`src/rtl/epdc_params.svh`:
```
`ifndef EPDC_PARAMS_SVH
`define EPDC_PARAMS_SVH

// Panel data format
`define EPDC_PIX_PER_COL 8
`define EPDC_LEVEL_W 4
`define EPDC_CODE_W 2
`define EPDC_COL_W (`EPDC_PIX_PER_COL * `EPDC_LEVEL_W)
`define EPDC_SD_W (`EPDC_PIX_PER_COL * `EPDC_CODE_W)

// Column, line and frame counters
`define EPDC_CNT_W 11
`define EPDC_FBYTES_W 24

// Wishbone register port
`define EPDC_WB_ADR_W 3
`define EPDC_WB_DAT_W 32

// Register word addresses
`define EPDC_REG_CTRL 3'd0
`define EPDC_REG_HSIZE 3'd1
`define EPDC_REG_VSIZE 3'd2
`define EPDC_REG_STATUS 3'd3
`define EPDC_REG_FCOUNT 3'd4

`endif

```
`src/rtl/epdc_pkg.sv`:
```
`include "epdc_params.svh"

package epdc_pkg;

    // Frame scan FSM states
    typedef enum logic [1:0] {
        SCAN_IDLE        = 2'd0,
        SCAN_FRAME_START = 2'd1,
        SCAN_LINE_DATA   = 2'd2,
        SCAN_LINE_END    = 2'd3
    } scan_state_e;

    // Per pixel source driver code
    typedef enum logic [`EPDC_CODE_W-1:0] {
        DRIVE_NONE    = 2'd0,
        DRIVE_DARKEN  = 2'd1,
        DRIVE_LIGHTEN = 2'd2
    } drive_e;

    // Panel geometry in columns per line and lines per frame
    typedef struct packed {
        logic [`EPDC_CNT_W-1:0] h_size;
        logic [`EPDC_CNT_W-1:0] v_size;
    } panel_cfg_t;

    // Gate and source driver strobes
    typedef struct packed {
        logic gdoe;
        logic gdclk;
        logic gdsp;
        logic sdclk;
        logic sdle;
        logic sdoe;
        logic sdce0;
    } epd_bus_t;

endpackage

```
`src/rtl/epdc_csr.sv`:
```
`timescale 1ns/1ps
`include "epdc_params.svh"

module epdc_csr (
    input  logic                         clk_epdc,
    input  logic                         reset,
    // Wishbone classic slave
    input  logic                         wb_cyc,
    input  logic                         wb_stb,
    input  logic                         wb_we,
    input  logic [`EPDC_WB_ADR_W-1:0]    wb_adr,
    input  logic [`EPDC_WB_DAT_W-1:0]    wb_dat_w,
    output logic [`EPDC_WB_DAT_W-1:0]    wb_dat_r,
    output logic                         wb_ack,
    // System status, already synchronized
    input  logic                         sys_ready,
    input  logic                         mig_error,
    input  logic                         mif_error,
    // Scan generator
    input  epdc_pkg::scan_state_e        scan_state,
    input  logic                         frame_done,
    output logic                         start,
    output logic                         global_en,
    output epdc_pkg::panel_cfg_t         panel_cfg,
    output logic [`EPDC_FBYTES_W-1:0]    frame_bytes
);

    logic                      wb_req;
    logic                      wb_wr;
    logic                      busy;
    logic                      start_ok;
    logic [`EPDC_CNT_W-1:0]    fcount;
    logic [`EPDC_WB_DAT_W-1:0] rd_data;

    // New request only while no ack is outstanding
    assign wb_req = wb_cyc && wb_stb && !wb_ack;
    assign wb_wr = wb_req && wb_we;

    assign busy = (scan_state != epdc_pkg::SCAN_IDLE);
    assign start_ok = sys_ready && !mig_error && !mif_error;

    always_ff @(posedge clk_epdc) begin
        if (reset) begin
            wb_ack <= 1'b0;
            global_en <= 1'b0;
            start <= 1'b0;
            panel_cfg <= '0;
        end else begin
            wb_ack <= wb_req;
            start <= 1'b0;
            if (wb_wr) begin
                case (wb_adr)
                    `EPDC_REG_CTRL: begin
                        global_en <= wb_dat_w[0];
                        // Start is qualified by the enable value written with it
                        start <= wb_dat_w[1] && wb_dat_w[0] && start_ok;
                    end
                    `EPDC_REG_HSIZE: panel_cfg.h_size <= wb_dat_w[`EPDC_CNT_W-1:0];
                    `EPDC_REG_VSIZE: panel_cfg.v_size <= wb_dat_w[`EPDC_CNT_W-1:0];
                    default: ;
                endcase
            end
        end
    end

    // Frames completed since reset
    always_ff @(posedge clk_epdc) begin
        if (reset) begin
            fcount <= '0;
        end else if (frame_done) begin
            fcount <= fcount + 1'b1;
        end
    end

    always_comb begin
        rd_data = '0;
        case (wb_adr)
            `EPDC_REG_CTRL:   rd_data[0] = global_en;
            `EPDC_REG_HSIZE:  rd_data[`EPDC_CNT_W-1:0] = panel_cfg.h_size;
            `EPDC_REG_VSIZE:  rd_data[`EPDC_CNT_W-1:0] = panel_cfg.v_size;
            `EPDC_REG_STATUS: rd_data[3:0] = {mif_error, mig_error, sys_ready, busy};
            `EPDC_REG_FCOUNT: rd_data[`EPDC_CNT_W-1:0] = fcount;
            default:          rd_data = '0;
        endcase
    end

    always_ff @(posedge clk_epdc) begin
        if (wb_req) begin
            wb_dat_r <= rd_data;
        end
    end

    // Four bytes per column slot, needed by the memory side before each frame
    always_ff @(posedge clk_epdc) begin
        frame_bytes <= `EPDC_FBYTES_W'(panel_cfg.h_size) *
                       `EPDC_FBYTES_W'(panel_cfg.v_size) * `EPDC_FBYTES_W'(4);
    end

    // Each classic cycle gets exactly one ack beat
    ack_single_beat: assert property (
        @(posedge clk_epdc) disable iff (reset)
        wb_ack |=> !wb_ack
    );

endmodule

```
`src/rtl/epdc_scan.sv`:
```
`timescale 1ns/1ps
`include "epdc_params.svh"

module epdc_scan (
    input  logic                    clk_epdc,
    input  logic                    reset,
    input  logic                    start,
    input  epdc_pkg::panel_cfg_t    panel_cfg,
    // Column handoff with the waveform stage
    input  logic                    col_valid,
    output logic                    col_take,
    // Panel strobes and frame status
    output epdc_pkg::epd_bus_t      epd_bus,
    output logic                    b_trigger,
    output logic                    frame_done,
    output epdc_pkg::scan_state_e   scan_state
);

    epdc_pkg::scan_state_e  state_q;
    epdc_pkg::panel_cfg_t   cfg_q;
    logic [`EPDC_CNT_W-1:0] col_cnt;
    logic [`EPDC_CNT_W-1:0] line_cnt;
    logic                   end_phase;
    logic                   last_col;
    logic                   last_line;
    logic                   in_frame;

    assign scan_state = state_q;

    assign last_col = (col_cnt == cfg_q.h_size - 1'b1);
    assign last_line = (line_cnt == cfg_q.v_size - 1'b1);
    assign in_frame = (state_q != epdc_pkg::SCAN_IDLE);

    // Shift a column out whenever one is waiting during line data
    assign col_take = (state_q == epdc_pkg::SCAN_LINE_DATA) && col_valid;

    assign b_trigger = (state_q == epdc_pkg::SCAN_FRAME_START);

    // Second line end cycle of the last line closes the frame
    assign frame_done = (state_q == epdc_pkg::SCAN_LINE_END) && end_phase && last_line;

    // Geometry is held steady for the whole frame
    always_ff @(posedge clk_epdc) begin
        if ((state_q == epdc_pkg::SCAN_IDLE) && start) begin
            cfg_q <= panel_cfg;
        end
    end

    always_ff @(posedge clk_epdc) begin
        if (reset) begin
            state_q <= epdc_pkg::SCAN_IDLE;
            col_cnt <= '0;
            line_cnt <= '0;
            end_phase <= 1'b0;
        end else begin
            case (state_q)
                epdc_pkg::SCAN_IDLE: begin
                    col_cnt <= '0;
                    line_cnt <= '0;
                    end_phase <= 1'b0;
                    if (start) begin
                        state_q <= epdc_pkg::SCAN_FRAME_START;
                    end
                end
                epdc_pkg::SCAN_FRAME_START: begin
                    state_q <= epdc_pkg::SCAN_LINE_DATA;
                end
                epdc_pkg::SCAN_LINE_DATA: begin
                    // Line stretches while no column is ready
                    if (col_take) begin
                        if (last_col) begin
                            col_cnt <= '0;
                            end_phase <= 1'b0;
                            state_q <= epdc_pkg::SCAN_LINE_END;
                        end else begin
                            col_cnt <= col_cnt + 1'b1;
                        end
                    end
                end
                epdc_pkg::SCAN_LINE_END: begin
                    if (!end_phase) begin
                        end_phase <= 1'b1;
                    end else begin
                        end_phase <= 1'b0;
                        if (last_line) begin
                            state_q <= epdc_pkg::SCAN_IDLE;
                        end else begin
                            line_cnt <= line_cnt + 1'b1;
                            state_q <= epdc_pkg::SCAN_LINE_DATA;
                        end
                    end
                end
                default: begin
                    state_q <= epdc_pkg::SCAN_IDLE;
                end
            endcase
        end
    end

    // Strobes decode straight from the FSM so sdclk lines up with the taken column
    always_comb begin
        epd_bus = '0;
        epd_bus.gdsp = (state_q == epdc_pkg::SCAN_FRAME_START);
        epd_bus.sdclk = col_take;
        // Latch the source row, then advance the gate
        epd_bus.sdle = (state_q == epdc_pkg::SCAN_LINE_END) && !end_phase;
        epd_bus.gdclk = (state_q == epdc_pkg::SCAN_LINE_END) && end_phase;
        epd_bus.gdoe = in_frame;
        epd_bus.sdoe = in_frame;
        epd_bus.sdce0 = in_frame;
    end

    state_legal: assert property (
        @(posedge clk_epdc) disable iff (reset)
        state_q inside {epdc_pkg::SCAN_IDLE, epdc_pkg::SCAN_FRAME_START,
                        epdc_pkg::SCAN_LINE_DATA, epdc_pkg::SCAN_LINE_END}
    );

    // A source clock never runs past the configured line length
    sdclk_has_column: assert property (
        @(posedge clk_epdc) disable iff (reset)
        epd_bus.sdclk |-> col_take && (col_cnt < cfg_q.h_size)
    );

    // Latch enable is followed by a gate clock, never overlapping it
    sdle_then_gdclk: assert property (
        @(posedge clk_epdc) disable iff (reset)
        epd_bus.sdle |-> !epd_bus.gdclk ##1 (epd_bus.gdclk && !epd_bus.sdle)
    );

endmodule

```
`src/rtl/epdc_waveform.sv`:
```
`timescale 1ns/1ps
`include "epdc_params.svh"

module epdc_waveform (
    input  logic                    clk_epdc,
    input  logic                    reset,
    // Target levels from video input
    input  logic [`EPDC_COL_W-1:0]  vin_pixel,
    input  logic                    vin_valid,
    output logic                    vin_ready,
    // Stored levels from the framebuffer
    input  logic [`EPDC_COL_W-1:0]  bi_pixel,
    input  logic                    bi_valid,
    output logic                    bi_ready,
    // Column handoff with the scan generator
    output logic                    col_valid,
    input  logic                    col_take,
    output logic [`EPDC_SD_W-1:0]   sd_codes,
    // Write-back toward the framebuffer
    output logic [`EPDC_COL_W-1:0]  bo_pixel,
    output logic                    bo_valid
);

    logic                   out_valid;
    logic                   in_fire;
    logic [`EPDC_SD_W-1:0]  sd_next;
    logic [`EPDC_SD_W-1:0]  sd_q;
    logic [`EPDC_COL_W-1:0] lvl_next;
    logic [`EPDC_COL_W-1:0] lvl_q;

    // Both streams move together, and only into a free or emptying register
    assign vin_ready = vin_valid && bi_valid && (!out_valid || col_take);
    assign bi_ready = vin_ready;
    assign in_fire = vin_valid && vin_ready && bi_valid && bi_ready;

    // One level step per frame toward the target
    always_comb begin : step_calc
        logic [`EPDC_LEVEL_W-1:0] tgt;
        logic [`EPDC_LEVEL_W-1:0] cur;
        logic [`EPDC_LEVEL_W-1:0] nxt;
        epdc_pkg::drive_e         code;
        sd_next = '0;
        lvl_next = '0;
        for (int i = 0; i < `EPDC_PIX_PER_COL; i++) begin
            tgt = vin_pixel[i*`EPDC_LEVEL_W +: `EPDC_LEVEL_W];
            cur = bi_pixel[i*`EPDC_LEVEL_W +: `EPDC_LEVEL_W];
            if (tgt > cur) begin
                code = epdc_pkg::DRIVE_LIGHTEN;
                nxt = cur + 1'b1;
            end else if (tgt < cur) begin
                code = epdc_pkg::DRIVE_DARKEN;
                nxt = cur - 1'b1;
            end else begin
                code = epdc_pkg::DRIVE_NONE;
                nxt = cur;
            end
            sd_next[i*`EPDC_CODE_W +: `EPDC_CODE_W] = code;
            lvl_next[i*`EPDC_LEVEL_W +: `EPDC_LEVEL_W] = nxt;
        end
    end

    always_ff @(posedge clk_epdc) begin
        if (reset) begin
            out_valid <= 1'b0;
        end else if (in_fire) begin
            out_valid <= 1'b1;
        end else if (col_take) begin
            out_valid <= 1'b0;
        end
    end

    always_ff @(posedge clk_epdc) begin
        if (in_fire) begin
            sd_q <= sd_next;
            lvl_q <= lvl_next;
        end
    end

    assign col_valid = out_valid;
    assign sd_codes = sd_q;

    // Write-back happens as the column reaches the panel
    assign bo_pixel = lvl_q;
    assign bo_valid = col_take;

    take_needs_column: assert property (
        @(posedge clk_epdc) disable iff (reset)
        col_take |-> col_valid
    );

endmodule

```
`src/rtl/epdc_top.sv`:
```
`timescale 1ns/1ps
`include "epdc_params.svh"

module epdc_top (
    input  logic                        clk_epdc,
    input  logic                        reset,
    // Wishbone register port
    input  logic                        wb_cyc,
    input  logic                        wb_stb,
    input  logic                        wb_we,
    input  logic [`EPDC_WB_ADR_W-1:0]   wb_adr,
    input  logic [`EPDC_WB_DAT_W-1:0]   wb_dat_w,
    output logic [`EPDC_WB_DAT_W-1:0]   wb_dat_r,
    output logic                        wb_ack,
    // System status
    input  logic                        sys_ready,
    input  logic                        mig_error,
    input  logic                        mif_error,
    // Video and framebuffer streams
    input  logic [`EPDC_COL_W-1:0]      vin_pixel,
    input  logic                        vin_valid,
    output logic                        vin_ready,
    input  logic [`EPDC_COL_W-1:0]      bi_pixel,
    input  logic                        bi_valid,
    output logic                        bi_ready,
    output logic [`EPDC_COL_W-1:0]      bo_pixel,
    output logic                        bo_valid,
    // Panel pins
    output logic                        epd_gdoe,
    output logic                        epd_gdclk,
    output logic                        epd_gdsp,
    output logic                        epd_sdclk,
    output logic                        epd_sdle,
    output logic                        epd_sdoe,
    output logic                        epd_sdce0,
    output logic [`EPDC_SD_W-1:0]       epd_sd,
    // Frame control toward the memory side
    output logic                        b_trigger,
    output logic                        global_en,
    output logic [`EPDC_FBYTES_W-1:0]   frame_bytes
);

    logic                   start;
    logic                   frame_done;
    logic                   col_valid;
    logic                   col_take;
    epdc_pkg::scan_state_e  scan_state;
    epdc_pkg::panel_cfg_t   panel_cfg;
    epdc_pkg::epd_bus_t     epd_bus;

    epdc_csr epdc_csr_inst (
        .clk_epdc    (clk_epdc),
        .reset       (reset),
        .wb_cyc      (wb_cyc),
        .wb_stb      (wb_stb),
        .wb_we       (wb_we),
        .wb_adr      (wb_adr),
        .wb_dat_w    (wb_dat_w),
        .wb_dat_r    (wb_dat_r),
        .wb_ack      (wb_ack),
        .sys_ready   (sys_ready),
        .mig_error   (mig_error),
        .mif_error   (mif_error),
        .scan_state  (scan_state),
        .frame_done  (frame_done),
        .start       (start),
        .global_en   (global_en),
        .panel_cfg   (panel_cfg),
        .frame_bytes (frame_bytes)
    );

    epdc_scan epdc_scan_inst (
        .clk_epdc   (clk_epdc),
        .reset      (reset),
        .start      (start),
        .panel_cfg  (panel_cfg),
        .col_valid  (col_valid),
        .col_take   (col_take),
        .epd_bus    (epd_bus),
        .b_trigger  (b_trigger),
        .frame_done (frame_done),
        .scan_state (scan_state)
    );

    epdc_waveform epdc_waveform_inst (
        .clk_epdc  (clk_epdc),
        .reset     (reset),
        .vin_pixel (vin_pixel),
        .vin_valid (vin_valid),
        .vin_ready (vin_ready),
        .bi_pixel  (bi_pixel),
        .bi_valid  (bi_valid),
        .bi_ready  (bi_ready),
        .col_valid (col_valid),
        .col_take  (col_take),
        .sd_codes  (epd_sd),
        .bo_pixel  (bo_pixel),
        .bo_valid  (bo_valid)
    );

    // Panel strobes onto the pins
    assign epd_gdoe = epd_bus.gdoe;
    assign epd_gdclk = epd_bus.gdclk;
    assign epd_gdsp = epd_bus.gdsp;
    assign epd_sdclk = epd_bus.sdclk;
    assign epd_sdle = epd_bus.sdle;
    assign epd_sdoe = epd_bus.sdoe;
    assign epd_sdce0 = epd_bus.sdce0;

endmodule

```
`config.mk`:
```
export PLATFORM = sky130hd
export DESIGN_NAME = epdc_top
export DESIGN_NICKNAME = d
export VERILOG_FILES = /design/src/rtl/epdc_pkg.sv /design/src/rtl/epdc_csr.sv /design/src/rtl/epdc_scan.sv /design/src/rtl/epdc_waveform.sv /design/src/rtl/epdc_top.sv
export VERILOG_INCLUDE_DIRS = /design/src /design/src/rtl
export SDC_FILE = /design/constraint.sdc
export NUM_CORES = 1
export LEC_CHECK = 0
export BUFFER_PORTS_ARGS = -buffer_cell sky130_fd_sc_hd__clkbuf_2
export CAP_MARGIN = 25
export CORE_ASPECT_RATIO = 1.4
export CORE_MARGIN = 3
export CORE_UTILIZATION = 58
export CTS_CLUSTER_SIZE = 24
export DETAILED_ROUTE_END_ITERATION = 7
export HOLD_SLACK_MARGIN = 0.12
export PLACE_DENSITY = 0.82
export SLEW_MARGIN = 10
export SYNTH_ARGS = -nofsm -noshare
export SYNTH_HDL_FRONTEND = slang
export SYNTH_HIERARCHICAL = 1
export SYNTH_SLANG_ARGS = --single-unit
```
`constraint.sdc`:
```
create_clock -name clk_epdc -period 5.4 [get_ports clk_epdc]
set_input_delay 1.08 -clock clk_epdc [delete_from_list [all_inputs] [get_ports clk_epdc]]
set_output_delay 1.08 -clock clk_epdc [all_outputs]
set_load 0.03 [all_outputs]
```
==> reports/results.tsv <==
stage	metric	value	unit
global_routing	met3_usage	0.0413	
floorplan	ios	226	
place	portBuffers	181	
critical_path	worstPathRequired	5.77	ns
critical_path	end_kind	flip-flop	
logic_synthesis	yosysUniqueCellTypes	83	
logic_synthesis	synth.avg_cell_area	9.59	sq um
cts	clock_path_buffers	2	
critical_path	cp_max_fo	14	
cts	ctsRootBufferMaster	clkbuf_16	
cells_and_area	diodes	0	
job	timing.max_cap.violations	0	
global_routing	grt_max_degree	49	
timing	setup-tns-final	0	ns
drt	drt_iter0_markers	640	
global_routing	met1_usage	0.292	
cts	post_cts_resize_count	0	
global_routing	grt_pass1_vias	10516	
cts	path_clk_slew	0.07	ns
place	dp_hpwl	23800	microns
global_routing	antenna_found_initial	0	
cells_and_area	nets	1857	
pwr	power.density	199	nW/um^2
pwr	clockPowerShare	0.402	
cells_and_area	drive_above_1_share	0.189	
timing	fin_crit_sh	0.963	
logic_synthesis	ys_ff_latch	165	
logic_synthesis	synth_edf_count	81	
drt	drc	0	
cells_and_area	syn2layout_area_growth	12.7	%
drt	dr.pass1.iters	6	
cells_and_area	fill_cells	1791	
timing	period_needed	5.20	ns
global_routing	gr-max-usage-layer	met2	
place	place_congestion	0.920	
drt	routed_wl	30600	microns
global_routing	grt_pass1_wl	50600	microns
drt	via_per_inst	5.67	
cts	cts_buffers	17	
cts	hold_buffers	0	
cells_and_area	ff_latch_area	4110	sq um
logic_synthesis	synth_cells	1386	
timing	timing.fmax	192	MHz
cells_and_area	multi_input_area	8180	sq um
logic_synthesis	synth_top_area_share	0.183	
timing	holdWs	0.469	ns
pwr	p_leak	0.00666	uW
floorplan	die_w	134	microns
floorplan	initial_utilization	0.599	
outcome	status	completed	
logic_synthesis	yosysTopAreaCell	edfxtp_1	
timing	drv_slew	0	
floorplan	core_area	22200	sq um
logic_synthesis	ys_warn_count	6	
pwr	p_comb_frac	0.140	
drt	antenna_left	0	
cts	clk_latency	0.44	ns
hold_path	hold_path.class	reg -> reg	
cts	cts.sinks	165	
pwr	power.total	2970	uW
pwr	p_seq_frac	0.457	
drt	vias	10578	
critical_path	critPathLaunchType	flip-flop	
logic_synthesis	synth_common_cells	170 x inv_1, 113 x ha_1, 105 x nand2_1, 102 x nor2_1, 84 x dfxtp_1	
logic_synthesis	synth-async-reset-ratio	0	
global_routing	grt_util_met2	0.458	
timing	rsz0062_at_grt	no	
timing	clock-skew-final	0.0102	ns
floorplan	die_area	24800	sq um
logic_synthesis	synth_area	13300	sq um
global_routing	overflow	0	
pwr	switching_share	0.279	
floorplan	rows	64	
pwr	p_int	2140	uW
place	dpl_cell_area	14400	sq um
timing	finalSetupViolCount	0	
cts	cts_tree	built	
cts	post_cts.repair.setup_buffers	0	
critical_path	worstSetupPathType	reg -> reg	
cts	h-tree-depth	4	
pwr	ir_worst_vdd	217	uV
cells_and_area	finish.instance_area	15000	sq um
logic_synthesis	seq_area_frac_synth	0.310	
drt	wl_per_cell	16.4	microns
pwr	power_switching	830	uW
global_routing	grt_use_total	0.252	
critical_path	critPathArrivalTime	5.57	ns
timing	worst_pin_slew	1.03	ns
logic_synthesis	synth.most_common_cell	inv_1	
floorplan	die_y	185	microns
logic_synthesis	synthTopCellsByArea	edfxtp_1 18%, dfxtp_1 13%, fa_1 12%	
timing	slew_headroom	0.313	
timing	final-hold-violation-count	0	
logic_synthesis	synth_top_flop_cell	dfxtp_1	
metal layers:
| layer | wire [microns] | part of all wire | vias up |
|---|---|---|---|
| li1 | - | - | 5053 |
| met1 | 11900 | 0.39 | 5070 |
| met2 | 15800 | 0.51 | 377 |
| met3 | 1870 | 0.061 | 78 |
| met4 | 1080 | 0.035 | 0 |
| met5 | 0 | 0 | - |
critical path, cell delays in order, from the launching register on:
cell	delay [ns]
dfxtp_1	0.67
and2_1	0.24
fa_1	0.46
fa_1	0.54
fa_1	0.54
fa_1	0.56
inv_1	0.06
fa_1	0.53
inv_1	0.04
ha_1	0.38
a21oi_1	0.21
o21ai_2	0.11
a221oi_2	0.29
nand2_1	0.14
a21oi_1	0.22
xnor2_1	0.14
area by class of cell:
type | instances | area share
Clock buffer | 19 | 0.0289
Inverter | 176 | 0.0441
Sequential cell | 165 | 0.275
Clock inverter | 13 | 0.00920
Multi-Input combinational cell | 992 | 0.546
Tap cell | 297 | 0.0248
Timing Repair Buffer | 203 | 0.0716
power by group through the flow:
stage	Clock (uW)	Combinational (uW)	Sequential (uW)
3_5_place_dp	0	411	1390
2_1_floorplan	0	255	1440
3_3_place_gp	0	398	1390
4_1_cts	1220	414	1360
5_1_grt	1260	453	1360
6_report	1200	417	1360
through the flow:
step           setup slack, ns   util  cells
2_1_floorplan            0.670      -   1408
3_3_place_gp             0.280  0.648   1830
3_5_place_dp             0.294  0.649   1832
4_1_cts                  0.225  0.675   1864
5_1_grt                 0.0211  0.675   1865
6_report                 0.201  0.675   1865
path summary, 6_finish.rpt:
kind / cells past startpoint / endpoint / slack, ns / startpoint
worst max-delay path: 15 / epdc_csr_inst/frame_bytes[22] / 0.20 / epdc_csr_inst/panel_cfg[13]
worst min register to register: 1 / epdc_csr_inst/wb_ack / 0.47 / epdc_csr_inst/wb_ack
worst min-delay path: 1 / epdc_csr_inst/wb_ack / 0.47 / epdc_csr_inst/wb_ack
worst max register to register: 15 / epdc_csr_inst/frame_bytes[22] / 0.20 / epdc_csr_inst/panel_cfg[13]
state kept, by name, summed over array words and instances, names as in the netlist:
signal / flops
epdc_csr_inst/fcount: 11
epdc_csr_inst/frame_bytes: 22
epdc_csr_inst/global_en: 1
epdc_csr_inst/panel_cfg: 22
epdc_csr_inst/start: 1
epdc_csr_inst/wb_ack: 1
epdc_csr_inst/wb_dat_r: 11
epdc_scan_inst/cfg_q: 22
epdc_scan_inst/col_cnt: 11
epdc_scan_inst/end_phase: 1
epdc_scan_inst/line_cnt: 11
epdc_scan_inst/scan_state: 2
epdc_waveform_inst/bo_pixel: 32
epdc_waveform_inst/col_valid: 1
epdc_waveform_inst/sd_codes: 16
cell usage in the layout, fill, tap and decap left out, types with 9 or more instances in the layout:
master,instances
clkbuf_2,181
inv_1,170
ha_1,113
nand2_1,105
nor2_1,102
dfxtp_1,84
edfxtp_1,81
fa_1,80
and2_1,69
a21oi_1,49
xnor2_1,41
nand3_1,30
xor2_1,28
mux2i_1,26
nand4_1,23
conb_1,23
buf_4,20
o211ai_1,19
nor2b_1,18
clkbuf_16,17
o21ai_1,17
o21ai_0,17
nor3_1,17
and4_1,15
a211oi_1,14
or3_1,12
a21o_1,11
a22oi_1,10
a31oi_1,9
kinds of logic after synthesis:
logic type / synth area share
AO/OA/AOI/OAI: 0.127
XOR/XNOR: 0.0455
adder cells (fa/ha/maj): 0.227
buffers and inverters: 0.0815
flip-flops: 0.310
multiplexers: 0.0230
other: 0.000282
AND/OR/NAND/NOR: 0.186
(Power assumes the default switching activity.)
